**config.mk**
```make
export PLATFORM = sky130hd
export DESIGN_NAME = fir_filter
export DESIGN_NICKNAME = d
export VERILOG_FILES = /design/src/source/bp_pkg.sv /design/src/source/fir_filter.sv
export SDC_FILE = /design/constraint.sdc
export NUM_CORES = 1
export LEC_CHECK = 0
export ABC_AREA = 1
export BUFFER_PORTS_ARGS = -buffer_cell sky130_fd_sc_hd__clkbuf_2
export CAP_MARGIN = 25
export CORE_ASPECT_RATIO = 0.75
export CORE_UTILIZATION = 30
export DETAILED_ROUTE_END_ITERATION = 8
export PLACE_DENSITY = 0.53
export SYNTH_ARGS = -nofsm -noshare
export SYNTH_HDL_FRONTEND = slang
export SYNTH_SLANG_ARGS = --single-unit
```
**constraint.sdc**
```tcl
create_clock -name clk -period 5.1 [get_ports clk]
set_input_delay 0.255 -clock clk [delete_from_list [all_inputs] [get_ports clk]]
set_output_delay 0.255 -clock clk [all_outputs]
set_load 0.005 [all_outputs]
```
**src/source/bp_pkg.sv**
```systemverilog
package bp_pkg;

    // ~~~~~~~~~~~~~~~~~~~~
    // field widths
    // ~~~~~~~~~~~~~~~~~~~~

    // one index per projection angle
    localparam int angle_w = 9;
    // detector positions within one projection
    localparam int s_w = 8;
    // raw sample straight out of the projection RAM
    localparam int raw_w = 12;
    // filtered sample, signed after the high-pass
    localparam int fval_w = 16;

    // ~~~~~~~~~~~~~~~~~~~~
    // scalar types
    // ~~~~~~~~~~~~~~~~~~~~

    typedef logic [angle_w-1:0] angle_t;
    typedef logic [s_w-1:0] s_t;
    typedef logic [raw_w-1:0] raw_t;
    typedef logic signed [fval_w-1:0] fval_t;

    // rotation selector, only 0..2 are legal
    typedef logic [1:0] rot_sel_t;

    // ~~~~~~~~~~~~~~~~~~~~
    // angle tag
    // ~~~~~~~~~~~~~~~~~~~~

    // rides along with each buffer role through the rotation
    // valid low means the buffer holds no real angle
    typedef struct packed
    {
        logic valid;
        angle_t angle;
    } angle_tag_t;

    // ~~~~~~~~~~~~~~~~~~~~
    // swap sequencer states
    // ~~~~~~~~~~~~~~~~~~~~

    // ready: all idle, waiting for first host angle
    // fill: first angle loading, nothing to read yet
    // fill_and_work*: one buffer loading while two are read
    // work_1, work_2: draining, no more host angles
    typedef enum logic [2:0]
    {
        ready,
        fill,
        fill_and_work,
        fill_and_work_repeat,
        work_1,
        work_2
    } swap_state_t;

endpackage

```
**src/source/fir_filter.sv**
```systemverilog
module fir_filter
(
    input logic clk,
    input logic reset_n,
    input bp_pkg::raw_t hs_raw,
    output bp_pkg::fval_t hs_val
);

    // accumulator wide enough that saturation is a pure range check
    localparam int acc_w = $bits(bp_pkg::fval_t) + 2;
    typedef logic signed [acc_w-1:0] acc_t;

    // signed limits of the output type
    localparam acc_t sat_hi = (acc_t'(1) <<< ($bits(bp_pkg::fval_t) - 1)) - acc_t'(1);
    localparam acc_t sat_lo = -(acc_t'(1) <<< ($bits(bp_pkg::fval_t) - 1));

    // x(k-1), x(k-2)
    bp_pkg::raw_t x1;
    bp_pkg::raw_t x2;
    acc_t acc_next;
    acc_t acc;

    // taps 2, -1, -1
    // raw is unsigned so the casts zero extend
    always_comb
    begin
        acc_next = (acc_t'(hs_raw) <<< 1) - acc_t'(x1) - acc_t'(x2);
    end

    // stage 1: history and raw sum
    // stage 2: clamp into fval_t
    always_ff @(posedge clk)
    begin
        if (reset_n)
        begin
            x1 <= '0;
            x2 <= '0;
            acc <= '0;
            hs_val <= '0;
        end
        else
        begin
            x1 <= hs_raw;
            x2 <= x1;
            acc <= acc_next;
            if (acc > sat_hi)
                hs_val <= bp_pkg::fval_t'(sat_hi);
            else if (acc < sat_lo)
                hs_val <= bp_pkg::fval_t'(sat_lo);
            else
                hs_val <= bp_pkg::fval_t'(acc);
        end
    end

endmodule

```
# --- Yosys cells after proc, flatten, opt, wreduce, memory -nomap -nowiden ---
# Cells that the tools add are included.
word_totals:
  input_bits: 14
  out_inout_bits: 16
  reg_bits: 58
  elab_cells: 12
op_classes:
  n_mux: 2
  reduce_logical: 1
  add_sub_neg: 2
  magnitude_cmp: 2
ops:
  columns: ["operator", "n"]
  rows:
  - ["$gt 18x16->1 const B", 1]
  - ["$lt 18x16->1 const B", 1]
  - ["$mux 16", 1]
  - ["$mux 15", 1]
  - ["$sub 14x13->15", 1]
  - ["$sub 13x12->14", 1]
  - ["$reduce_or 2->1", 1]

# --- Depth between registers and ports, before layout ---
logic_depth:
  depth_word: 3
  ltp_mapped: 21
  depth_no_buf: 21

# --- Worst setup path after synthesis ---
# No wires, ideal clock.
synth_path:
  path_type: "reg2reg"
  from: "reg x1[0]"
  to: "reg acc[13]"
  synth_period_minus_slack_ns: 2.506
  path_slack_ns: 2.594
  setup_time_ns: 0.110
  required_time_ns: 4.990
  arrival_ns: 2.396
  stages_incl_launch_ff: 17
  cell_sequence: "dfxtp_1 inv_1 fa_1 nand3_1 nand2_1 nand2_1 nand3_1 a31oi_1 xnor2_1 ha_1 a21oi_1 a21boi_0 nand3_1 nand2_1 nand4_1 nand2_1 nor2_1"
synth_between:
  elab_chain_cells: 2
synth_rtl:
  columns: ["item", "line", "rtl"]
  rows:
  - ["start, declared", "fir_filter.sv:18", "bp_pkg::raw_t x1;"]
  - ["start signal, assigned", "fir_filter.sv:43", "x1 <= hs_raw;"]
  - ["$sub 13x12->14", "fir_filter.sv:27", "acc_next = (acc_t'(hs_raw) <<< 1) - acc_t'(x1) - acc_t'(x2);"]
  - ["$sub 14x13->15", "fir_filter.sv:27", null]
  - ["end signal, assigned", "fir_filter.sv:45", "acc <= acc_next;"]
  - ["end, declared", "fir_filter.sv:21", "acc_t acc;"]
# Every way passes these cells.
# A chain may end at the register's enable or synchronous reset.

# --- Worst setup path in the final report ---
# Same ends and word-level chain as after synthesis.

==> run metrics <==
setup TNS 0 ps; Setup Buffers After CTS 0; sink count of the clock tree 55; GR Util met3 3.92%; Min Clock Period, post-route 2840 ps; PD cells 377 mW/mm2; Ys Warns 0; CTS buffer count 5; Setup Crit Path Kind flop to flop; vias post-DR 2,071; clk slew on worst S/H paths 70 ps; number of global-route vias before repair 1,960; Leak Pwr 1.52 nW; commonest non-fill, non-tap cell in the layout inv_1; highest-count cells in the layout ignoring fill and taps 71 x inv_1, 58 x nand2_1, 58 x nor2_1; Yosys top cell area share 41.4%; DR WL/cell 9.82 um; Avg Inst Size Synth 7.47 um2; worst reg2reg startpoint x1[0]$_SDFF_PP0_; final cycle utilization of the critical path 55.7%; HPWL Detailed 3.80 mm; proportion of layout cells with a drive suffix above 1 11.9%; Worst Tran Pin Value 895 ps; CTS tree yes; busiest layer in global routing met1; Critical Path AT 3040 ps; outcome finished, final reports clean; Max Slew Vio Count 0; Worst setup SP type flop; Syn Nets 395; core box area 0.00853 mm2; num rows 29; IO Count 30; die area 0.00925 mm2; Post-CTS Resized 0; first-pass GRT wire length 8.62 mm; Cells after Synth 356; combinational share of power 27.3%; CTS root buf clkbuf_16; Setup violations, final 0; largest net degree at the start of global routing 47; area leader, netlist dfxtp_1; Unique masters post-synth 27; Hold Fails Final Rpt 0; residual antenna-violating net count after detailed routing 0; drt drc 0; Final nets 426; max frequency 352 MHz; Synth Cell Area 0.00266 mm2; clock skew 3.37 ps; TritonRoute pass-1 iters 4; Pint 0.000801 W; Sw Ratio 30.9%; post-layout util 36.1%; Hold Startpoint hs_raw[2]; critical path peak fanout 5; initial antenna violation count 0; Sw Pwr 0.000358 W; Required @ worst endpoint 5300 ps; register area share after synthesis 41.4%; Post-Route WL 4.87 mm; CP Capture Type flop; Die Span Y 83.5 um; routability-driven placement congestion ratio 0.872; Max VDD drop 123 uV; DP Area 0.00292 mm2; fill count 919; Max Cap Violations 0; Clock Latency Late Sink 290 ps; post-route cell area 0.00308 mm2; Total GRT Usage 11.6%; P&R area growth vs syn 15.7%; Hold Crit Class input pin to flop; DR iter-0 viols 70; clk buf depth 2; crit path from x1[0]$_SDFF_PP0_; GRT overflow 0; Starting Density 31.2%; RSZ-0062 raised after global routing false; vias per cell 4.18; sequential share of power 42.5%; ranking of synthesized cells by area dfxtp_1 41%, ha_1 11%, inv_1 10%; M2 GR Usage 15.7%; Antenna Cells 0; grt met1 use 16.3%; DIE WIDTH 111 um; worst relative slew slack 40.3%; Port Buffers 29; FF+latch count, synth 55; hold_buf cts 0; H-tree depth 2; Clk network pwr share 30.3%
sequential cells by signal (all words and copies together) (netlist names):
name and count:
x1 12, x2 12, acc 15, hs_val 16
stage by stage:
step	power (W)	hold slack (ps)	setup slack, ps	cells
6_report	0.00116	163	2260	496
2_1_floorplan	0.000743	362	2590	356
4_1_cts	0.00118	155	2270	496
3_5_place_dp	0.000819	395	2320	488
3_3_place_gp	0.000815	392	2310	488
5_1_grt	0.00125	169	1990	496
worst paths after layout:
path                                             end  slack (ps)  cells after the start
worst max-delay path              acc[13]$_SDFF_PP0_        2260                     16
worst min-delay path                x1[2]$_SDFF_PP0_         160                      3
worst max register to register    acc[13]$_SDFF_PP0_        2260                     16
worst min register to register  hs_val[6]$_SDFF_PP0_         400                      2
cells in the mapped netlist:
library cell   n
nor2_1        58
xor2_1         7
inv_1         71
buf_1          1
a21o_1         2
a21boi_0       1
nand3_1       12
clkbuf_1       4
nor2_2         1
inv_2          1
dfxtp_1       55
o21ai_2        1
o21bai_1       2
o2111ai_1      1
nand2b_1       1
a21oi_1       28
fa_1           2
nand4_1        3
nand2_1       58
xnor2_1        3
nand3_2        2
ha_1          23
a31oi_1        2
o21ai_0       11
o21a_1         2
nor3_2         1
nand2_2        3
layout make-up:
class / count / area (um2) / share of cell area [%]
multi-input combinational: 224 / 1270 / 41.3
clock buffer: 6 / 139 / 4.52
tap: 108 / 135 / 4.39
inverter: 72 / 270 / 8.79
sequential: 55 / 1100 / 35.8
timing repair buffer: 29 / 145 / 4.72
clock inverter: 2 / 16.3 / 0.529
power by group through the flow:
stage	clock network, W	registers, W	logic [W]
final	0.000351	0.000492	0.000316
after CTS	0.000365	0.000493	0.000318
after global routing	0.000380	0.000498	0.000370
after global placement	0	0.000502	0.000313
after floorplan	0	0.000503	0.000240
after detailed placement	0	0.000503	0.000316
worst max-delay path: stages (launching register included):
cell	delay, ps
dfxtp_1	390
inv_1	100
fa_1	410
nand3_1	100
nand2_1	110
nand2_1	90
nand3_1	100
a31oi_1	190
xnor2_1	150
ha_1	300
a21oi_1	150
a21boi_0	200
nand3_1	130
nand2_1	120
nand4_1	100
nand2_1	70
nor2_1	40
metal layers:
| layer | part of all wire (%) | wire, um |
|---|---|---|
| met5 | 0 | 0 |
| met4 | 1.9 | 94 |
| met3 | 5.5 | 269 |
| met2 | 36 | 1780 |
| met1 | 56 | 2730 |
cell families after synthesis:
kind of cell	after synthesis	share of synthesized area, %
buf+inv	77	10.9
flops	55	41.4
fa+ha+maj	25	12.3
xor+xnor	10	3.29
simple gates	139	21.6
compound gates	50	10.4
(Power assumes the default switching activity.)
