### src/source/bp_pkg.sv
package bp_pkg;

    // ~~~~~~~~~~~~~~~~~~~~
    // field widths
    // ~~~~~~~~~~~~~~~~~~~~

    // one index per projection angle
    localparam int angle_w = 9;
    // detector positions within one projection
    localparam int s_w = 8;
    // raw sample straight out of the projection RAM
    localparam int raw_w = 12;
    // filtered sample, signed after the high-pass
    localparam int fval_w = 16;

    // ~~~~~~~~~~~~~~~~~~~~
    // scalar types
    // ~~~~~~~~~~~~~~~~~~~~

    typedef logic [angle_w-1:0] angle_t;
    typedef logic [s_w-1:0] s_t;
    typedef logic [raw_w-1:0] raw_t;
    typedef logic signed [fval_w-1:0] fval_t;

    // rotation selector, only 0..2 are legal
    typedef logic [1:0] rot_sel_t;

    // ~~~~~~~~~~~~~~~~~~~~
    // angle tag
    // ~~~~~~~~~~~~~~~~~~~~

    // rides along with each buffer role through the rotation
    // valid low means the buffer holds no real angle
    typedef struct packed
    {
        logic valid;
        angle_t angle;
    } angle_tag_t;

    // ~~~~~~~~~~~~~~~~~~~~
    // swap sequencer states
    // ~~~~~~~~~~~~~~~~~~~~

    // ready: all idle, waiting for first host angle
    // fill: first angle loading, nothing to read yet
    // fill_and_work*: one buffer loading while two are read
    // work_1, work_2: draining, no more host angles
    typedef enum logic [2:0]
    {
        ready,
        fill,
        fill_and_work,
        fill_and_work_repeat,
        work_1,
        work_2
    } swap_state_t;

endpackage

### src/source/swap_sequencer.sv
module swap_sequencer
(
    input logic clk,
    input logic reset_n,
    input logic hs_has_next_angle,
    input logic hs_next_angle_ack,
    input logic pr_next_angle,
    input logic pr_done,
    input logic fill_done,
    output logic rotate,
    output logic hs_next_angle,
    output logic pr_next_angle_ack
);

    bp_pkg::swap_state_t state;
    bp_pkg::swap_state_t next_state;

    always_ff @(posedge clk)
    begin
        if (reset_n)
            state <= bp_pkg::ready;
        else
            state <= next_state;
    end

    // ~~~~~~~~~~~~~~~~~~~~
    // mealy outputs
    // ~~~~~~~~~~~~~~~~~~~~

    always_comb
    begin
        rotate = 1'b0;
        hs_next_angle = 1'b0;
        case (state)
            // first angle accepted straight away
            bp_pkg::ready:
                if (hs_next_angle_ack)
                    rotate = 1'b1;
            // ask for the next angle once loaded
            bp_pkg::fill:
                if (fill_done)
                begin
                    hs_next_angle = 1'b1;
                    if (hs_next_angle_ack)
                        rotate = 1'b1;
                end
            // need both loader and consumers ready
            // host out of angles means rotate without waiting for it
            bp_pkg::fill_and_work, bp_pkg::fill_and_work_repeat:
                if (fill_done && pr_next_angle)
                begin
                    hs_next_angle = hs_has_next_angle;
                    if (hs_next_angle_ack || !hs_has_next_angle)
                        rotate = 1'b1;
                end
            // drain, consumers only
            bp_pkg::work_1:
                if (pr_next_angle)
                    rotate = 1'b1;
            default:
                rotate = 1'b0;
        endcase
    end

    // consumers see the swap as their ack
    assign pr_next_angle_ack = rotate;

    // ~~~~~~~~~~~~~~~~~~~~
    // next state
    // ~~~~~~~~~~~~~~~~~~~~

    always_comb
    begin
        next_state = state;
        case (state)
            bp_pkg::ready:
                if (rotate)
                    next_state = bp_pkg::fill;
            bp_pkg::fill:
                if (rotate)
                    next_state = bp_pkg::fill_and_work;
            bp_pkg::fill_and_work:
                if (rotate)
                    next_state = bp_pkg::fill_and_work_repeat;
            // loop while the host keeps supplying angles
            bp_pkg::fill_and_work_repeat:
                if (rotate && !hs_has_next_angle)
                    next_state = bp_pkg::work_1;
            bp_pkg::work_1:
                if (rotate)
                    next_state = bp_pkg::work_2;
            // last angle being read, wait for consumers
            bp_pkg::work_2:
                if (pr_done)
                    next_state = bp_pkg::ready;
            default:
                next_state = bp_pkg::ready;
        endcase
    end

    state_legal: assert property (@(posedge clk) disable iff (reset_n)
        state inside {bp_pkg::ready, bp_pkg::fill, bp_pkg::fill_and_work,
                      bp_pkg::fill_and_work_repeat, bp_pkg::work_1, bp_pkg::work_2});

    no_rotate_draining: assert property (@(posedge clk) disable iff (reset_n)
        state == bp_pkg::work_2 |-> !rotate);

endmodule

### config.mk
export PLATFORM = sky130hd
export DESIGN_NAME = swap_sequencer
export DESIGN_NICKNAME = d
export VERILOG_FILES = /design/src/source/bp_pkg.sv /design/src/source/swap_sequencer.sv
export SDC_FILE = /design/constraint.sdc
export NUM_CORES = 1
export LEC_CHECK = 0
export ABC_AREA = 1
export CAP_MARGIN = 30
export CELL_PAD_IN_SITES_DETAIL_PLACEMENT = 1
export CELL_PAD_IN_SITES_GLOBAL_PLACEMENT = 1
export CORE_AREA = 8 8 45 47
export CTS_CLUSTER_SIZE = 28
export DETAILED_ROUTE_END_ITERATION = 6
export DIE_AREA = 0 0 53 55
export DONT_BUFFER_PORTS = 1
export GPL_ROUTABILITY_DRIVEN = 0
export PLACE_DENSITY = 0.47
export SLEW_MARGIN = 30
export SYNTH_ARGS = -nofsm -noshare
export SYNTH_HDL_FRONTEND = slang
export SYNTH_SLANG_ARGS = --single-unit
export TNS_END_PERCENT = 1
### constraint.sdc
create_clock -name clk -period 1.25 [get_ports clk]
set_input_delay 0.1875 -clock clk [delete_from_list [all_inputs] [get_ports clk]]
set_output_delay 0.1875 -clock clk [all_outputs]
set_load 0.01 [all_outputs]
==> Word level (Yosys, flattened, before mapping) <==
Cells that the tools add are included.
{ "op_classes": {"n_mux": 16, "eq_ne": 11, "reduce_logical": 7} }
{ "ops": {"columns": ["cell", "count"], "rows": [
  ["two-way mux 3 bit", 6],
  ["one-hot mux 3 bit (6 select lines)", 1],
  ["inequality test 2 bit, second input constant", 6],
  ["two-way mux 1 bit", 7],
  ["equality test 3 x 2 -> 1 bit, second input constant", 2],
  ["equality test 3 bit, second input constant", 2],
  ["AND reduction 6 bit", 1],
  ["one-hot mux 1 bit (4 select lines)", 1],
  ["equality test 3 x 1 -> 1 bit, second input constant", 1],
  ["logical NOT 3 bit", 1],
  ["logical AND 1 bit", 2],
  ["one-hot mux 1 bit (2 select lines)", 1],
  ["OR reduction 2 bit", 1],
  ["logical NOT 1 bit", 1],
  ["logical OR 1 bit", 1]
]} }
{ "word_totals": {"output_inout_bits": 3, "reg_bits": 3} }

==> Longest topological paths before layout <==
{ "logic_depth": {"ltp_word": 8, "mapped_depth": 9, "depth_no_buf": 9} }

==> Worst setup path after synthesis <==
OpenSTA, ideal clock, no wires.
{ "synth_path": {"path_kind": "register to register", "from": "reg state[1]", "to": "reg state[2]", "t_arrival_ns": 1.039, "required_ns": 1.137, "synth_period_minus_slack_ns": 1.152, "path_buffers": 0, "path_stages_with_launch": 10, "path_slack_ns": 0.098, "cell_sequence": "dfxtp_1 > inv_2 > nor2_2 > nand3_1 > nand3_2 > nand2_2 > nand2_2 > nand2_2 > o21ai_1 > inv_1"} }
{ "synth_between": {"elab_chain_cells": 6, "elab_cells_between_ends": 17} }
{ "synth_lines": {"columns": ["element", "line_no", "rtl"], "rows": [
  ["start, declared", "swap_sequencer.sv:15", "bp_pkg::swap_state_t state;"],
  ["start signal, assigned", "swap_sequencer.sv:21", "state <= bp_pkg::ready;"],
  ["start signal, assigned", "swap_sequencer.sv:23", "state <= next_state;"],
  ["equality test 3 x 2 -> 1 bit", "swap_sequencer.sv:34", "case (state)"],
  ["OR reduction 2 bit", "swap_sequencer.sv:34", null],
  ["one-hot mux 1 bit (4 select lines) (*)", "swap_sequencer.sv:34", null],
  ["named net pr_next_angle_ack", "swap_sequencer.sv:12", "output logic pr_next_angle_ack"],
  ["logical AND 1 bit", "swap_sequencer.sv:87", "if (rotate && !hs_has_next_angle)"],
  ["inequality test 2 bit (no source line)", null, null],
  ["AND reduction 6 bit (no source line) (*)", null, null]
]} }
The timed path passes the listed nets; every way through them passes the cells marked *.
A chain may end at the register's enable or synchronous reset.

==> Final worst setup path <==
{ "layout_path": {"from": "reg state[1]", "to": "out hs_next_angle"} }
{ "layout_between": {"elab_chain_cells": 3, "elab_cells_between_ends": 5} }
{ "layout_lines": {"columns": ["element", "line_no", "rtl"], "rows": [
  ["equality test 3 x 2 -> 1 bit", "swap_sequencer.sv:34", null],
  ["OR reduction 2 bit", "swap_sequencer.sv:34", null],
  ["one-hot mux 1 bit (2 select lines) (*)", "swap_sequencer.sv:34", null],
  ["end, declared", "swap_sequencer.sv:11", "output logic hs_next_angle,"]
]} }
Mark *: on every way between the ends. The rest lies on a longest branch, timed or not.

==> flow_summary.ini <==
[outcome]
status = finished with violations
violations = setup timing

[finish]
reg_top3 = state (3)
regMostFlops = state
fin_area_um2 = 392
final.fill_count = 186
antenna_cells = 0
drive_gt1_frac = 0.421
final_util = 0.283
final_nets = 65
largest_reg_flops = 3
area_growth_syn_to_layout_pct = 42.3

[synth]
avgSynthCellArea_um2 = 5.73
yosysSeqAreaShare = 0.218
async_flop_share = 0
yosys_warnings = 0
synth-seq-cells = 3
yosysTopAreaCell = dfxtp_1
synth_top_cell_area_share = 0.218
synth_common_cells = 11 x nand2_1, 9 x inv_1, 6 x nand3_1, 6 x nor2_1
synth_area_um2 = 275
synth.area.top_cells = dfxtp_1 22%, nand2_1 15%, inv_1 12%
synth_edf_count = 0
syn-instance-count = 48
synth.most_common_cell = nand2_1
synth_ff_type = dfxtp_1
synth_nets = 55
synth_cell_types = 16

[critical_path]
r2r.worst_path.cells = 8
crit_start = state[1]$_SDFFE_PP0P_
crit_cells = 5
critPathKind = register to output pin
cp_slowest_cell = dfxtp_2
slowest_delay_ns = 0.33
path_max_fanout = 4
crit_chain = buf_6 -> nor2_4 -> nand2_2 -> o21ai_1 -> buf_4
worstSetupEndpointType = output pin
reg2reg_from = state[1]$_SDFFE_PP0P_
crit_end = hs_next_angle
worstPathRequired_ns = 1.06
cp.arrival_ns = 1.08
crit_family = flip-flops
cp-start-kind = register
r2r_end = state[2]$_SDFFE_PP0P_
path_buf_inv = 2
r2r_setup_slack_ns = 0.10

[clocking]
clock_latency_ns = 0.23
cts_buffers = 3
path_clk_slew_ns = 0.04
clk_path_buf_depth = 2
cts_root_buffer = clkbuf_4
cts_tree = done
cts_sinks = 3
htreeDepth = 1

[global_route]
antenna_found_initial = 0
grt_max_degree = 7
grt_pass1_wl_um = 1350
grt_pass1_vias = 320
grt_use_total = 0.0639
gr-total-overflow = 0

[drt]
wl_met3_um = 90
wl_met2_um = 347
wire_per_inst_um = 10.7
wl_met1_um = 342
first_iter_violations = 4
top_layer = met3
drt_wl_total_um = 780
final_antenna_net_count = 0
post-route-drc-count = 0
vias = 318
first_pass_iters = 3
via_per_inst = 4.36

[place]
portBuffers = 0
placed_area_um2 = 310
pre_cts_ws_ns = 0.0555
dp_hpwl_um = 631

[sta]
setup_slack_ns = -0.0147
maxSlewHeadroom = 0.889
setup_viol = 1
grt_setup_unrepaired = yes
slew_violations = 0
fin_crit_ns = 1.26
finalHoldViolations = 0
skew_ns = 0.00142
tightestPinTransition_ns = 0.167
timing.hold.ws_ns = 0.0882
period_share = 1.01
fmax_mhz = 791

[floorplanning]
die_y_um = 55
core_um2 = 1380
die_w_um = 53
io_pins = 10
placementRows = 14
start_util = 0.199
dieArea_um2 = 2920

[min_path]
hold_class = primary input to register

[power_and_ir_drop]
pwr_density_cell_nw_per_um2 = 2460
ir_drop_uv = 838
p_total_uw = 965
leakagePower_uw = 0.000193

[flow_run]
cap_violations = 0
## logic make-up (layout without fill, tap and decap cells)
family | after synthesis | after routing | synth area share
AOI/OAI and AO/OA | 5 | 5 | 0.114
DFF | 3 | 3 | 0.218
buffers and inverters | 11 | 20 | 0.164
and+or+nand+nor | 29 | 29 | 0.505
## repair_timing
action	CTS	global route
setup endpoints to repair	3	5
hold endpoints to repair	0	1
pin swaps	2	2
hold buffers	0	1
gates resized for setup	10	3
buffers inserted	2	0
## per-stage QoR
stage,instances,setup TNS [ns]
floorplan,48,0
global placement,66,0
detailed placement,66,0
CTS,72,-0.0857
global route,73,-0.316
finish,73,-0.0147
## worst min-delay path, stage by stage
cell and delay (ns):
inv_1 0.02, nand2_1 0.05, nor2_1 0.03
## per-layer routing
layer,GRT usage,vias to the layer above
met5,0,-
met2,0.0918,9
li1,-,165
met3,0.0401,0
met4,0.0388,0
met1,0.0699,144
## cell usage in the layout, fill, tap and decap left out, types with 3 or more instances in the layout
cell type  Yosys  layout
nor2_1         6       5
inv_1          9       7
nand2_1       11      10
clkbuf_4       0       3
nand2_2        3       4
inv_2          1       3
nand3_1        6       5
buf_4          1       4
## worst min-delay path by stage
stage | startpoint | to | depth (start not counted)
final | reset_n | state[0]$_SDFFE_PP0P_ | 3
after global routing | reset_n | state[0]$_SDFFE_PP0P_ | 3
after CTS | reset_n | state[1]$_SDFFE_PP0P_ | 1
after detailed placement | reset_n | state[1]$_SDFFE_PP0P_ | 1
after global placement | reset_n | state[1]$_SDFFE_PP0P_ | 1
after floorplan | reset_n | state[1]$_SDFFE_PP0P_ | 1
## power by group
| group | internal (uW) | switching (uW) | total [uW] | leakage (uW) |
|---|---|---|---|---|
| Combinational | 242 | 328 | 570 | 0.000152 |
| Sequential | 154 | 72.6 | 227 | 0.0000261 |
| Clock | 120 | 49.3 | 169 | 0.0000150 |
## cell type report
type	count	area [um2]	area share
Tap cell	16	20.0	0.0511
Multi-Input combinational cell	34	190	0.486
Timing Repair Buffer	6	51.3	0.131
Clock buffer	4	26.3	0.0671
Inverter	10	37.5	0.0958
Sequential cell	3	66.3	0.169
No activity file was read; power rests on OpenSTA's default activity.
