### config.mk
export PLATFORM = sky130hd
export DESIGN_NAME = swap_router
export DESIGN_NICKNAME = d
export VERILOG_FILES = /design/src/source/bp_pkg.sv /design/src/source/swap_router.sv
export SDC_FILE = /design/constraint.sdc
export NUM_CORES = 1
export LEC_CHECK = 0
export ABC_AREA = 1
export BUFFER_PORTS_ARGS = -buffer_cell sky130_fd_sc_hd__buf_2
export CORE_AREA = 2 2 104 106
export DETAILED_ROUTE_END_ITERATION = 7
export DIE_AREA = 0 0 106 108
export HOLD_SLACK_MARGIN = 0.08
export SLEW_MARGIN = 20
export SYNTH_ARGS = -nofsm -noshare
export SYNTH_HDL_FRONTEND = slang
export SYNTH_SLANG_ARGS = --single-unit
### constraint.sdc
create_clock -name clk -period 3.05 [get_ports clk]
set_clock_uncertainty 0.1 [all_clocks]
set_input_delay 0.305 -clock clk [delete_from_list [all_inputs] [get_ports clk]]
set_output_delay 0.305 -clock clk [all_outputs]
set_load 0.005 [all_outputs]
### src/source/bp_pkg.sv
package bp_pkg;

    // ~~~~~~~~~~~~~~~~~~~~
    // field widths
    // ~~~~~~~~~~~~~~~~~~~~

    // one index per projection angle
    localparam int angle_w = 9;
    // detector positions within one projection
    localparam int s_w = 8;
    // raw sample straight out of the projection RAM
    localparam int raw_w = 12;
    // filtered sample, signed after the high-pass
    localparam int fval_w = 16;

    // ~~~~~~~~~~~~~~~~~~~~
    // scalar types
    // ~~~~~~~~~~~~~~~~~~~~

    typedef logic [angle_w-1:0] angle_t;
    typedef logic [s_w-1:0] s_t;
    typedef logic [raw_w-1:0] raw_t;
    typedef logic signed [fval_w-1:0] fval_t;

    // rotation selector, only 0..2 are legal
    typedef logic [1:0] rot_sel_t;

    // ~~~~~~~~~~~~~~~~~~~~
    // angle tag
    // ~~~~~~~~~~~~~~~~~~~~

    // rides along with each buffer role through the rotation
    // valid low means the buffer holds no real angle
    typedef struct packed
    {
        logic valid;
        angle_t angle;
    } angle_tag_t;

    // ~~~~~~~~~~~~~~~~~~~~
    // swap sequencer states
    // ~~~~~~~~~~~~~~~~~~~~

    // ready: all idle, waiting for first host angle
    // fill: first angle loading, nothing to read yet
    // fill_and_work*: one buffer loading while two are read
    // work_1, work_2: draining, no more host angles
    typedef enum logic [2:0]
    {
        ready,
        fill,
        fill_and_work,
        fill_and_work_repeat,
        work_1,
        work_2
    } swap_state_t;

endpackage

### src/source/swap_router.sv
module swap_router
(
    input logic clk,
    input logic reset_n,
    input logic rotate,
    input bp_pkg::angle_t hs_angle,
    input logic hs_has_next_angle,
    input bp_pkg::s_t pr0_s_val,
    input bp_pkg::s_t pr1_s_val,
    // per buffer
    output logic [2:0] sw_fill_kick,
    output bp_pkg::s_t sw_rd_s [3][2],
    input bp_pkg::fval_t sw_rd_val [3][2],
    input bp_pkg::s_t sw_hs_s_val [3],
    input logic [2:0] sw_fill_done,
    // outside
    output bp_pkg::s_t hs_s_val,
    output logic fill_done,
    output bp_pkg::fval_t pr0_val,
    output bp_pkg::fval_t pr1_val,
    output bp_pkg::angle_tag_t pr0_tag,
    output bp_pkg::angle_tag_t pr1_tag
);

    // buffer index per role
    typedef struct packed
    {
        logic [1:0] fill;
        logic [1:0] p0;
        logic [1:0] p1;
    } roles_t;

    // rot_sel | fill p0 p1
    //    0    |  0   1  2
    //    1    |  2   0  1
    //    2    |  1   2  0
    function automatic roles_t roles_of(input bp_pkg::rot_sel_t sel);
        roles_t r;
        case (sel)
            2'd0: r = '{fill: 2'd0, p0: 2'd1, p1: 2'd2};
            2'd1: r = '{fill: 2'd2, p0: 2'd0, p1: 2'd1};
            default: r = '{fill: 2'd1, p0: 2'd2, p1: 2'd0};
        endcase
        return r;
    endfunction

    bp_pkg::rot_sel_t rot_sel;
    // role at the address cycle, for returning read data
    bp_pkg::rot_sel_t rot_sel_d;
    bp_pkg::angle_tag_t slot;
    roles_t now_r;
    roles_t rd_r;

    // ~~~~~~~~~~~~~~~~~~~~
    // rotation state
    // ~~~~~~~~~~~~~~~~~~~~

    always_ff @(posedge clk)
    begin
        if (reset_n)
        begin
            rot_sel <= 2'd0;
            rot_sel_d <= 2'd0;
        end
        else
        begin
            rot_sel_d <= rot_sel;
            if (rotate)
                rot_sel <= (rot_sel == 2'd2) ? 2'd0 : rot_sel + 2'd1;
        end
    end

    // tag pipeline, slot -> port 0 -> port 1
    // slot covers the angle still loading
    always_ff @(posedge clk)
    begin
        if (reset_n)
        begin
            slot.valid <= 1'b0;
            pr0_tag.valid <= 1'b0;
            pr1_tag.valid <= 1'b0;
        end
        else if (rotate)
        begin
            slot <= '{valid: hs_has_next_angle, angle: hs_angle};
            pr0_tag <= slot;
            pr1_tag <= pr0_tag;
        end
    end

    // ~~~~~~~~~~~~~~~~~~~~
    // steering
    // ~~~~~~~~~~~~~~~~~~~~

    assign now_r = roles_of(rot_sel);
    assign rd_r = roles_of(rot_sel_d);

    // host side follows the loading buffer
    assign hs_s_val = sw_hs_s_val[now_r.fill];
    assign fill_done = sw_fill_done[now_r.fill];

    // port 0 buffer read on its rd0, port 1 buffer on its rd1
    // kick the port 1 buffer, it turns into the loader after the swap
    always_comb
    begin
        for (int i = 0; i < 3; i++)
        begin
            sw_fill_kick[i] = rotate && (now_r.p1 == 2'(i));
            sw_rd_s[i][0] = (now_r.p0 == 2'(i)) ? pr0_s_val : '0;
            sw_rd_s[i][1] = (now_r.p1 == 2'(i)) ? pr1_s_val : '0;
        end
    end

    assign pr0_val = sw_rd_val[rd_r.p0][0];
    assign pr1_val = sw_rd_val[rd_r.p1][1];

    rot_sel_legal: assert property (@(posedge clk) disable iff (reset_n)
        rot_sel != 2'd3);

    single_kick: assert property (@(posedge clk) disable iff (reset_n)
        $onehot0(sw_fill_kick));

endmodule

# Word-level counts from Yosys, hierarchy flattened
# Cells that the tools add are included.
# totals
ff_bits,34
output_inout_bits,112
# op_classes
addsub,1
order_cmp,4
eq_ne,7
muxes,20
bitwise_logic,4
reduce_logical,8
# op_table
op,n
binary-select mux 32 bit (select 2 bit),2
2-to-1 mux 32 bit,2
2-to-1 mux 8 bit,8
2-to-1 mux 16 bit,2
binary-select mux 8 bit (select 2 bit),1
case mux 6 bit (2 select lines),1
>= comparator 3 bit (second input constant),3
inverter 2 -> 3 bit,3
equality test 2 x 1 -> 1 bit (second input constant),4
logical NOT 2 bit,4
case mux 4 bit (2 select lines),1
equality test 2 bit (second input constant),3
logical AND 1 bit,3
< comparator 2 x 3 -> 1 bit (second input constant),1
adder 2 x 1 -> 2 bit (second input constant),1
binary-select mux 1 bit (select 2 bit),1
2-to-1 mux 2 bit,1
AND reduction 2 bit,1
2-to-1 mux 1 bit,1
inverter 1 bit,1

# Depth between registers and ports, before layout
# Gate-level depths: netlist of run 1.
# logic_depth
depth_word,6
mapped_depth,5

# Worst setup path before layout of run 1
# Ideal clock, no wire load.
# synth_timing
kind,input -> register
start,input port rotate
end,register pr0_tag[0] in the netlist's numbering (enable)
t_arrival_ps,1555
required_time_ps,2539
setup_slack_ps,984
path_stages,2
path_buffers,0
path_cell_list,inv_1 nor2_1
# synth_via
elab_chain_len,1
# synth_rtl
element,line_no,text
"start, declared",swap_router.sv:5,"input logic rotate,"
AND reduction 2 bit (no source line),-,
"end signal, assigned",swap_router.sv:86,pr0_tag <= slot;
"end, declared",swap_router.sv:21,"output bp_pkg::angle_tag_t pr0_tag,"
# Every way passes these cells.
# A chain may end at the register's enable or synchronous reset.

==> results.md, run 1 <==
* Number of enable flip-flop cells after synthesis at 27
* Filler instances at 1105
* Nature of the critical path startpoint: flip-flop
* Combined flip-flop and latch cell area at 951 um2
* Hold slack final at 0.0941 ns
* Placement Rows at 37
* Most common cell in the synthesized netlist: sky130_fd_sc_hd__nand2_1
* Top cell type by total area after synthesis: sky130_fd_sc_hd__edfxtp_1
* Worst slew slack as a fraction of its limit at 55.3%
* Number of violations of the max-capacitance limit at 0
* Setup WS pre-CTS at 1.16 ns
* Pin count of the biggest net entering global routing at 33
* Min Clock Period, post-route at 2.18 ns
* Overall overflow remaining after global route at 0
* Number of antenna violations at the first check in global routing at 0
* Data required time of the critical path at 2.64 ns
* Bufs on Longest Clock Path at 2
* Final wirelength at 8.92 mm
* Sum of negative setup slack at 0 ns
* Area share of the largest cell type after synthesis at 35.1%
* Area of the core region at 10200 um2
* HPWL after detailed placement at 7.44 mm
* Die W at 106 um
* Run status: finished, final reports clean
* Number of max-slew violations in the final report at 0
* Final period utilization at 71.4%
* Overall global routing resource usage at 14.2%
* Top cells by area in the synthesized netlist: sky130_fd_sc_hd__edfxtp_1, sky130_fd_sc_hd__nand3_1, sky130_fd_sc_hd__nand2_1, sky130_fd_sc_hd__dfxtp_1, sky130_fd_sc_hd__inv_1
* First-pass GRT wire length at 13.4 mm
* Clock transition at the registers of the reported paths at 0.07 ns
* Effective utilization at floorplan at 22.6%
* Number of H-tree levels at 2
* Peak VDD IR at 187 uV
* Worst min-delay path category: in2reg
* CP Max Fanout at 17
* Post-DRT Antenna Nets at 0
* Final Wtd Congestion at 0.797
* Core utilization of the finished layout at 37.1%
* Number of nets in the finished design at 736
* Leading cell types by count after synthesis: sky130_fd_sc_hd__nand2_1, sky130_fd_sc_hd__nand3_1, sky130_fd_sc_hd__inv_1
* Number of flip-flops and latches in the synthesized netlist at 34
* Number of standard cells in the final layout excluding fillers at 721
* Setup repair after global routing missed its margin: no
* TritonRoute pass-1 iters at 4
* Startpoint-to-endpoint class of the critical path: reg2out
* Quantity of I/O buffers inserted on ports at 263
* Syn. warnings at 0
* Worst Path Arrival at 1.77 ns
* Clock buffer count from CTS at 5
* Vias after detailed routing at 3099
* Vias in the first global route at 2869
* Worst skew pair latency at 0.28 ns
* Number of antenna diodes at 0
* Net count of the mapped netlist at 483
* Die H at 108 um
* Boundary Pins at 264
* Static power due to leakage at 2.23 nW
* Area added between synthesis and finish at 64.3%
* Drt wl/cell at 12.4 um
* DRC Markers at 0
* Async set-or-reset flop fraction in the synthesized netlist at 0%
* TritonCTS clock tree: yes
* Pwr/cell area at 356 nW/um2
* Clock sink count at 34
* Post-synthesis area per instance at 6.98 um2
* Final Hold Viols at 0
* Area taken by multi-input logic gates at 1060 um2
* Maximum clock frequency at 459 MHz
* Post-cts resize count at 0
* Cell Count Post-Placement at 712
* Overall die area at 11400 um2
* Critical path capture point type: output port
* Worst-Margin Slew at 0.669 ns
* Post-layout worst setup margin at 0.871 ns
* Number of library cell types mapped by synthesis at 16
* Number of hold buffers added after CTS at 0
* Most used flip-flop cell after synthesis: sky130_fd_sc_hd__edfxtp_1
* Number of violations reported at the end of detailed-routing iteration 0 at 237
* Ratio of routed vias to standard cells at 4.30
* Ratio of cells with drive above 1 in the final layout at 50.6%
* # setup viols final at 0
* Number of setup buffers added after CTS at 0
* Proportion of synthesized chip area in sequential cells at 41.1%
* Synthesized cell area at 2310 um2
* Post-synthesis cell count at 331
* Clock Tree Root: sky130_fd_sc_hd__clkbuf_8
==> layout make-up <==
cell class	count	share of cell area [%]
Multi-Input combinational cell	236	27.8
Inverter	39	3.92
Tap cell	136	4.48
Clock inverter	3	1.19
Timing Repair Buffer	268	35.7
Clock buffer	5	1.81
Sequential cell	34	25.0
==> worst max-delay path, cell delays in order, from the launching register on <==
cell	delay [ns]
sky130_fd_sc_hd__dfxtp_1	0.65
sky130_fd_sc_hd__buf_4	0.30
sky130_fd_sc_hd__nor2_4	0.11
sky130_fd_sc_hd__inv_4	0.24
sky130_fd_sc_hd__nor2_1	0.07
sky130_fd_sc_hd__buf_2	0.13
==> cells in the final DEF (no fill, tap or decap), types with 2 or more instances in the layout <==
cell type                    instances
sky130_fd_sc_hd__nor2_2             15
sky130_fd_sc_hd__o21ai_0             3
sky130_fd_sc_hd__clkbuf_8            5
sky130_fd_sc_hd__dfxtp_1             7
sky130_fd_sc_hd__edfxtp_1           27
sky130_fd_sc_hd__inv_1              36
sky130_fd_sc_hd__nand2_1           103
sky130_fd_sc_hd__clkinvlp_4          2
sky130_fd_sc_hd__inv_2               2
sky130_fd_sc_hd__buf_2             263
sky130_fd_sc_hd__nand3_1            83
sky130_fd_sc_hd__nor2_1             28
sky130_fd_sc_hd__buf_4               4
sky130_fd_sc_hd__nor2_4              2
==> path summary, 6_finish.rpt <==
kind | to | startpoint | slack [ns] | cells past startpoint
hold reg to reg | pr0_tag[8] | slot[8] | 0.32 | 0
setup reg to reg | rot_sel[1] | rot_sel[1] | 1.63 | 4
hold / removal | slot[1] | hs_angle[1] | 0.09 | 1
setup / recovery | sw_rd_s[26] | rot_sel[1] | 0.87 | 5
==> stage by stage <==
step / instance area (um2) / total power, mW
2_1_floorplan: 2310 / 0.736
4_1_cts: 3790 / 1.37
5_1_grt: 3800 / 1.44
6_report: 3800 / 1.35
3_5_place_dp: 3670 / 0.953
3_3_place_gp: 3670 / 0.948
==> power by group <==
group          switching (mW)  internal (mW)
combinational           0.203          0.195
sequential             0.0184          0.524
clock                   0.168          0.243
==> per-layer routing <==
layer / wire (um) / vias to the layer above / global-route usage [%] / part of all wire (%)
li1: - / 1556 / - / -
met1: 3270 / 1363 / 15.5 / 37
met2: 4750 / 172 / 28.0 / 53
met3: 817 / 8 / 3.01 / 9.2
met4: 86 / 0 / 3.57 / 0.96
met5: 0 / - / 0 / 0
==> cell families after synthesis <==
group	count (synthesis)	share of synthesized area [%]
AO/OA/AOI/OAI	3	0.650
AND/OR/NAND/NOR	233	44.9
buffers and inverters	61	13.3
flip-flops	34	41.1
==> flip-flops by register name (all words and copies together) (netlist names) <==
| name | count |
|---|---|
| rot_sel_d | 2 |
| pr1_tag | 10 |
| rot_sel | 2 |
| pr0_tag | 10 |
| slot | 10 |
Note: power is estimated with default switching activity, not from simulation.
==> inputs of run 2 (changes only) <==
- ABC_AREA: 1 -> 0
- CORE_AREA: 2 2 104 106 -> 2 2 102 104
- DIE_AREA: 0 0 106 108 -> 0 0 104 106
- clock period: 3.05 -> 2.25 ns (I/O delays scaled with it)
==> run 2 against run 1 <==
Cell area grew 2.5%. Critical path depth decreased by 2. Combinational power increased by 22%. Synthesized area down 0.32%. Highest routed layer is now met5.
==> results.md, run 2 <==
* Run status: finished, final reports clean
* Post-synthesis area per instance at 9.40 um2
* Number of max-slew violations in the final report at 0
* Peak VDD IR at 456 uV
* Filler instances at 1016
* Origin of the worst setup path: rot_sel[0]
* Most used flip-flop cell after synthesis: sky130_fd_sc_hd__edfxtp_1
* Global routing met1 resource utilization at 18.0%
* Cell Count Post-Placement at 631
* Post-cts resize count at 0
* Ratio of cells with drive above 1 in the final layout at 55.1%
* Nature of the critical path startpoint: flip-flop
* Area added between synthesis and finish at 68.9%
* GR Layer Usage met3 at 3.00%
* Sequential share of power at 45.1%
* Clock Tree Root: sky130_fd_sc_hd__clkbuf_8
* Die H at 106 um
* FF-to-FF setup slack at 1.00 ns
* Clock sink count at 34
* Worst-Margin Slew at 0.543 ns
* Vias in the first global route at 2479
* Sum of negative setup slack at 0 ns
* Clock buffer count from CTS at 5
* Worst hold path cell count at 3
* Effective utilization at floorplan at 23.0%
* Proportion of synthesized chip area in sequential cells at 41.3%
* Number of hold buffers added after CTS at 9
* Number of library cell types mapped by synthesis at 21
* Post-DRT Antenna Nets at 0
* Termination of the worst setup path: sw_rd_s[42]
* Overall overflow remaining after global route at 0
* Start of the worst register-to-register path: rot_sel[1]
* Critical path capture point type: output port
* Syn. warnings at 0
* Ratio of routed vias to standard cells at 4.11
* DRC Markers at 0
* Leading cell types by count after synthesis: sky130_fd_sc_hd__and2_1, sky130_fd_sc_hd__mux2i_1, sky130_fd_sc_hd__nand2_1, sky130_fd_sc_hd__o21ai_0, sky130_fd_sc_hd__edfxtp_1
* Number of flip-flops and latches in the synthesized netlist at 34
* Vias after detailed routing at 2665
* Placement Rows at 37
* Async set-or-reset flop fraction in the synthesized netlist at 0%
* Drt wl/cell at 12.6 um
* Setup repair after global routing missed its margin: no
* Number of setup buffers added after CTS at 0
* Destination of the worst register-to-register timing path: rot_sel[0]
* Pin count of the biggest net entering global routing at 35
* Data required time of the critical path at 1.92 ns
* Bufs on Longest Clock Path at 2
* Area of the core region at 10000 um2
* Clk pwr share at 24.7%
* Overall global routing resource usage at 13.6%
* Pwr/cell area at 415 nW/um2
* Worst Path Arrival at 1.63 ns
* Worst slew slack as a fraction of its limit at 63.8%
* Hold path startpoint: hs_has_next_angle
* Number of nets in the finished design at 663
* First-pass GRT wire length at 12.2 mm
* Pint at 1.20 mW
* Number of antenna diodes at 0
* Most common cell after layout, fill and taps aside: sky130_fd_sc_hd__buf_2
* Net count of the mapped netlist at 397
* Startpoint-to-endpoint class of the critical path: reg2out
* Top cells by area in the synthesized netlist: sky130_fd_sc_hd__edfxtp_1, sky130_fd_sc_hd__mux2i_1, sky130_fd_sc_hd__and2_1, sky130_fd_sc_hd__o21ai_0, sky130_fd_sc_hd__nand2_1
* M2 GR Usage at 22.6%
* Synthesized cell area at 2300 um2
* P_sw at 0.418 mW
* TritonRoute pass-1 iters at 4
* Final wirelength at 8.15 mm
* Number of violations reported at the end of detailed-routing iteration 0 at 159
* CP Max Fanout at 16
* Number of H-tree levels at 2
* Overall die area at 11000 um2
* Registers with the most flip-flops: pr0_tag x10, pr1_tag x10, slot x10
* Final Wtd Congestion at 0.781
* Worst min-delay path category: in2reg
* Most frequent cells in the layout: sky130_fd_sc_hd__buf_2, sky130_fd_sc_hd__and2_1, sky130_fd_sc_hd__mux2i_1
* Clock transition at the registers of the reported paths at 0.06 ns
* Peak-usage layer in the global routing report: met2
* TritonCTS clock tree: yes
* Most common cell in the synthesized netlist: sky130_fd_sc_hd__and2_1
* Area share of the largest cell type after synthesis at 35.2%
* # setup viols final at 0
* Boundary Pins at 264
* Number of violations of the max-capacitance limit at 0
* Logic depth of the worst register-to-register path at 2
* Gate power share at 30.2%
* Maximum clock frequency at 512 MHz
* Final period utilization at 86.7%
* Number of enable flip-flop cells after synthesis at 27
* Quantity of I/O buffers inserted on ports at 263
* Number of antenna violations at the first check in global routing at 1
* Post-synthesis cell count at 245
* Top cell type by total area after synthesis: sky130_fd_sc_hd__edfxtp_1
* Static power due to leakage at 1.92 nW
* HPWL after detailed placement at 6.74 mm
* Die W at 104 um
* Worst skew pair latency at 0.27 ns
* Number of standard cells in the final layout excluding fillers at 648
* Final Hold Viols at 0
* Min Clock Period, post-route at 1.95 ns
* Switching power share of the total at 25.9%
==> run 2: cell count changes after synthesis, moves of 34 or more <==
cell                      delta
sky130_fd_sc_hd__nand2_1    -62
sky130_fd_sc_hd__and2_1     +49
sky130_fd_sc_hd__inv_1      -34
sky130_fd_sc_hd__nand3_1    -83
sky130_fd_sc_hd__mux2i_1    +44
sky130_fd_sc_hd__o21ai_0    +38
==> run 2: how the worst min path moves through the flow <==
stage                  to
6_report          slot[9]
5_1_grt           slot[9]
4_1_cts           slot[9]
3_5_place_dp      slot[7]
3_3_place_gp   pr0_tag[4]
2_1_floorplan  rot_sel[0]
==> run 2: kinds of logic (layout without fill, tap and decap cells) <==
group | count (synthesis) | in the layout | synth area share, %
compound gates | 43 | 43 | 9.51
buf+inv | 22 | 289 | 6.46
flops | 34 | 34 | 41.3
mux | 44 | 44 | 19.1
simple gates | 102 | 102 | 23.6
==> run 2: area by class of cell <==
cell class                      count  area [um2]  share of cell area, %
Timing Repair Buffer              279        1470                   37.8
Multi-Input combinational cell    189        1210                   31.0
Sequential cell                    34         953                   24.5
Tap cell                          136         170                   4.37
Clock buffer                        6        72.6                   1.87
Clock inverter                      2        8.76                  0.225
Inverter                            2        7.51                  0.193
==> run 2: metrics by stage <==
stage          hold slack (ns)  cell area (um2)  power (mW)  setup slack [ns]  util, %
5_1_grt                  0.120             3890        1.71             0.178     38.9
3_3_place_gp             0.301             3720        1.21             0.674     37.2
6_report                 0.104             3890        1.62             0.299     38.9
2_1_floorplan            0.187             2300       0.942             0.118        -
4_1_cts                  0.101             3890        1.64             0.290     38.9
3_5_place_dp             0.303             3720        1.22             0.590     37.2
==> run 2: worst max-delay path, stage by stage (launching register included) <==
cell	delay (ns)
sky130_fd_sc_hd__dfxtp_1	0.64
sky130_fd_sc_hd__nor2b_4	0.41
sky130_fd_sc_hd__and2_1	0.19
sky130_fd_sc_hd__buf_2	0.11
==> run 2: power by group through the flow <==
stage / Clock (mW) / Sequential [mW] / Combinational (mW)
after floorplan: 0 / 0.731 / 0.211
after global placement: 0 / 0.741 / 0.471
after detailed placement: 0 / 0.743 / 0.477
after CTS: 0.419 / 0.729 / 0.490
after global routing: 0.441 / 0.733 / 0.540
final: 0.400 / 0.729 / 0.487
==> run 2: routing by layer <==
metal  share of wire, %  vias up
met3                7.9        6
met5               0.16        -
met4               0.77        2
met2                 48      141
li1                   -     1362
met1                 43     1154
==> inputs of run 3 (changes only) <==
- BUFFER_PORTS_ARGS: -buffer_cell sky130_fd_sc_hd__buf_2 -> -buffer_cell sky130_fd_sc_hd__clkbuf_2
==> run 3 against run 2 <==
Global-route usage grew 0.67 points. Non-clock buffer count grew 1. Worst hold slack gained 0.015 ns. Flip-flop and latch count is the same. Largest power group unchanged. Combinational power grew 1%. Die area is the same.
==> results.md, run 3 (synthesized netlist as in run 2, its figures left out) <==
* Run status: finished, final reports clean
* Boundary Pins at 264
* Destination of the worst register-to-register timing path: rot_sel[0]
* Cell Count Post-Placement at 631
* Total design power at 1.68 mW
* Vias after detailed routing at 2682
* Vias in the first global route at 2530
* # setup viols final at 0
* First-pass GRT wire length at 12.6 mm
* Filler instances at 1042
* Maximum clock frequency at 534 MHz
* Clock transition at the registers of the reported paths at 0.07 ns
* Ratio of routed vias to standard cells at 4.13
* Pin count of the biggest net entering global routing at 35
* Setup repair after global routing missed its margin: no
* Area of the core region at 10000 um2
* Gate family responsible for the most delay along the worst path: simple AND/OR/NAND/NOR gates
* Data required time of the critical path at 1.92 ns
* Clk pwr share at 27.1%
* Die H at 106 um
* Hold path startpoint: reset_n
* Worst-Margin Slew at 0.513 ns
* Core utilization of the finished layout at 39.3%
* Number of setup buffers added after CTS at 0
* Final Wtd Congestion at 0.907
* Worst slew slack as a fraction of its limit at 65.8%
* Number of violations of the max-capacitance limit at 0
* Worst Hold End: rot_sel[0]
* Number of buffers and inverters on the critical path at 1
* Effective utilization at floorplan at 23.0%
* Largest stage delay on the critical path at 0.56 ns
* Placement Rows at 37
* Worst Path Arrival at 1.55 ns
* Bufs on Longest Clock Path at 2
* Overall die area at 11000 um2
* Switching power share of the total at 26.6%
* Most common cell after layout, fill and taps aside: sky130_fd_sc_hd__clkbuf_2
* Setup WS pre-CTS at 0.655 ns
* Sequential share of power at 43.6%
* Final period utilization at 83.3%
* Static power due to leakage at 1.94 nW
* Number of H-tree levels at 2
* Slowest cell on crit path: sky130_fd_sc_hd__dfxtp_1
* Startpoint-to-endpoint class of the critical path: reg2out
* Number of standard cells in the final layout excluding fillers at 649
* Registers with the most flip-flops: pr0_tag x10, pr1_tag x10, slot x10
* Die W at 104 um
* Nature of the critical path startpoint: flip-flop
* Pint at 1.23 mW
* Sum of negative setup slack at 0 ns
* Peak VDD IR at 344 uV
* Post-layout worst setup margin at 0.376 ns
* Overall global routing resource usage at 14.2%
* Number of antenna violations at the first check in global routing at 1
* HPWL after detailed placement at 7.16 mm
* Logic depth of the worst register-to-register path at 3
* Drt wl/cell at 12.9 um
* Clock sink count at 34
* Min Clock Period, post-route at 1.87 ns
* FF-to-FF setup slack at 0.91 ns
* TritonCTS clock tree: yes
* Number of nets in the finished design at 664
* Pwr/cell area at 428 nW/um2
* Number of antenna diodes at 0
* Start of the worst register-to-register path: rot_sel[0]
* Clock buffer count from CTS at 5
* Overall overflow remaining after global route at 0
* Number of max-slew violations in the final report at 0
* Worst skew pair latency at 0.28 ns
* Quantity of I/O buffers inserted on ports at 263
* Final Hold Viols at 0
* Ratio of cells with drive above 1 in the final layout at 55.4%
* TritonRoute pass-1 iters at 4
* Worst hold path cell count at 2
* P_sw at 0.448 mW
* Gate power share at 29.4%
* Number of violations reported at the end of detailed-routing iteration 0 at 160
* Post-DRT Antenna Nets at 0
* Critical path capture point type: output port
* CP Max Fanout at 16
* Post-cts resize count at 0
* Worst min-delay path category: in2reg
* Final wirelength at 8.37 mm
* Clock Tree Root: sky130_fd_sc_hd__clkbuf_8
* Most frequent cells in the layout: sky130_fd_sc_hd__clkbuf_2, sky130_fd_sc_hd__and2_1, sky130_fd_sc_hd__mux2i_1
* Number of hold buffers added after CTS at 10
* DRC Markers at 0
* Worst-path cell chain: nor2b_4, and2_1, clkbuf_2
* Area added between synthesis and finish at 70.5%
run 3: routing by layer:
| metal | global-route usage, % | up-vias | share of wire (%) |
|---|---|---|---|
| met4 | 3.67 | 2 | 0.81 |
| met1 | 18.1 | 1163 | 42 |
| met2 | 24.2 | 141 | 48 |
| li1 | - | 1367 | - |
| met5 | 0 | - | 0.12 |
| met3 | 3.43 | 9 | 8.1 |
run 3: power groups by stage:
stage | Combinational (mW) | Clock [mW] | Sequential, mW
finish | 0.494 | 0.456 | 0.733
global route | 0.548 | 0.500 | 0.736
CTS | 0.499 | 0.474 | 0.733
detailed placement | 0.483 | 0 | 0.747
global placement | 0.477 | 0 | 0.744
floorplan | 0.211 | 0 | 0.731
run 3: how the worst max path moves through the flow:
stage / to / start / slack [ns] / cells after the start
floorplan: pr0_tag[0] / rotate / 0.12 / 2
global placement: sw_rd_s[42] / rot_sel[0] / 0.67 / 3
detailed placement: hs_s_val[7] / rot_sel[0] / 0.66 / 4
CTS: hs_s_val[7] / rot_sel[0] / 0.34 / 4
global route: pr0_val[5] / rot_sel_d[0] / 0.26 / 4
finish: sw_rd_s[42] / rot_sel[0] / 0.38 / 3
run 3: cell type report:
| class | instances | area, um2 | area share (%) |
|---|---|---|---|
| Clock inverter | 2 | 12.5 | 0.319 |
| Clock buffer | 6 | 82.6 | 2.10 |
| Sequential cell | 34 | 953 | 24.3 |
| Timing Repair Buffer | 280 | 1490 | 38.0 |
| Tap cell | 136 | 170 | 4.33 |
| Inverter | 2 | 7.51 | 0.191 |
| Multi-Input combinational cell | 189 | 1210 | 30.7 |
run 3: stage by stage:
step                area [um2]  hold WS, ns
finish                    3930        0.118
global route              3930        0.122
CTS                       3930        0.116
detailed placement        3730        0.304
global placement          3730        0.301
floorplan                 2300        0.187
run 3: worst register-to-register path, stage by stage (launching register included):
cell,delay [ns]
sky130_fd_sc_hd__dfxtp_1,0.43
sky130_fd_sc_hd__buf_4,0.23
sky130_fd_sc_hd__or3b_1,0.39
sky130_fd_sc_hd__a21oi_2,0.13
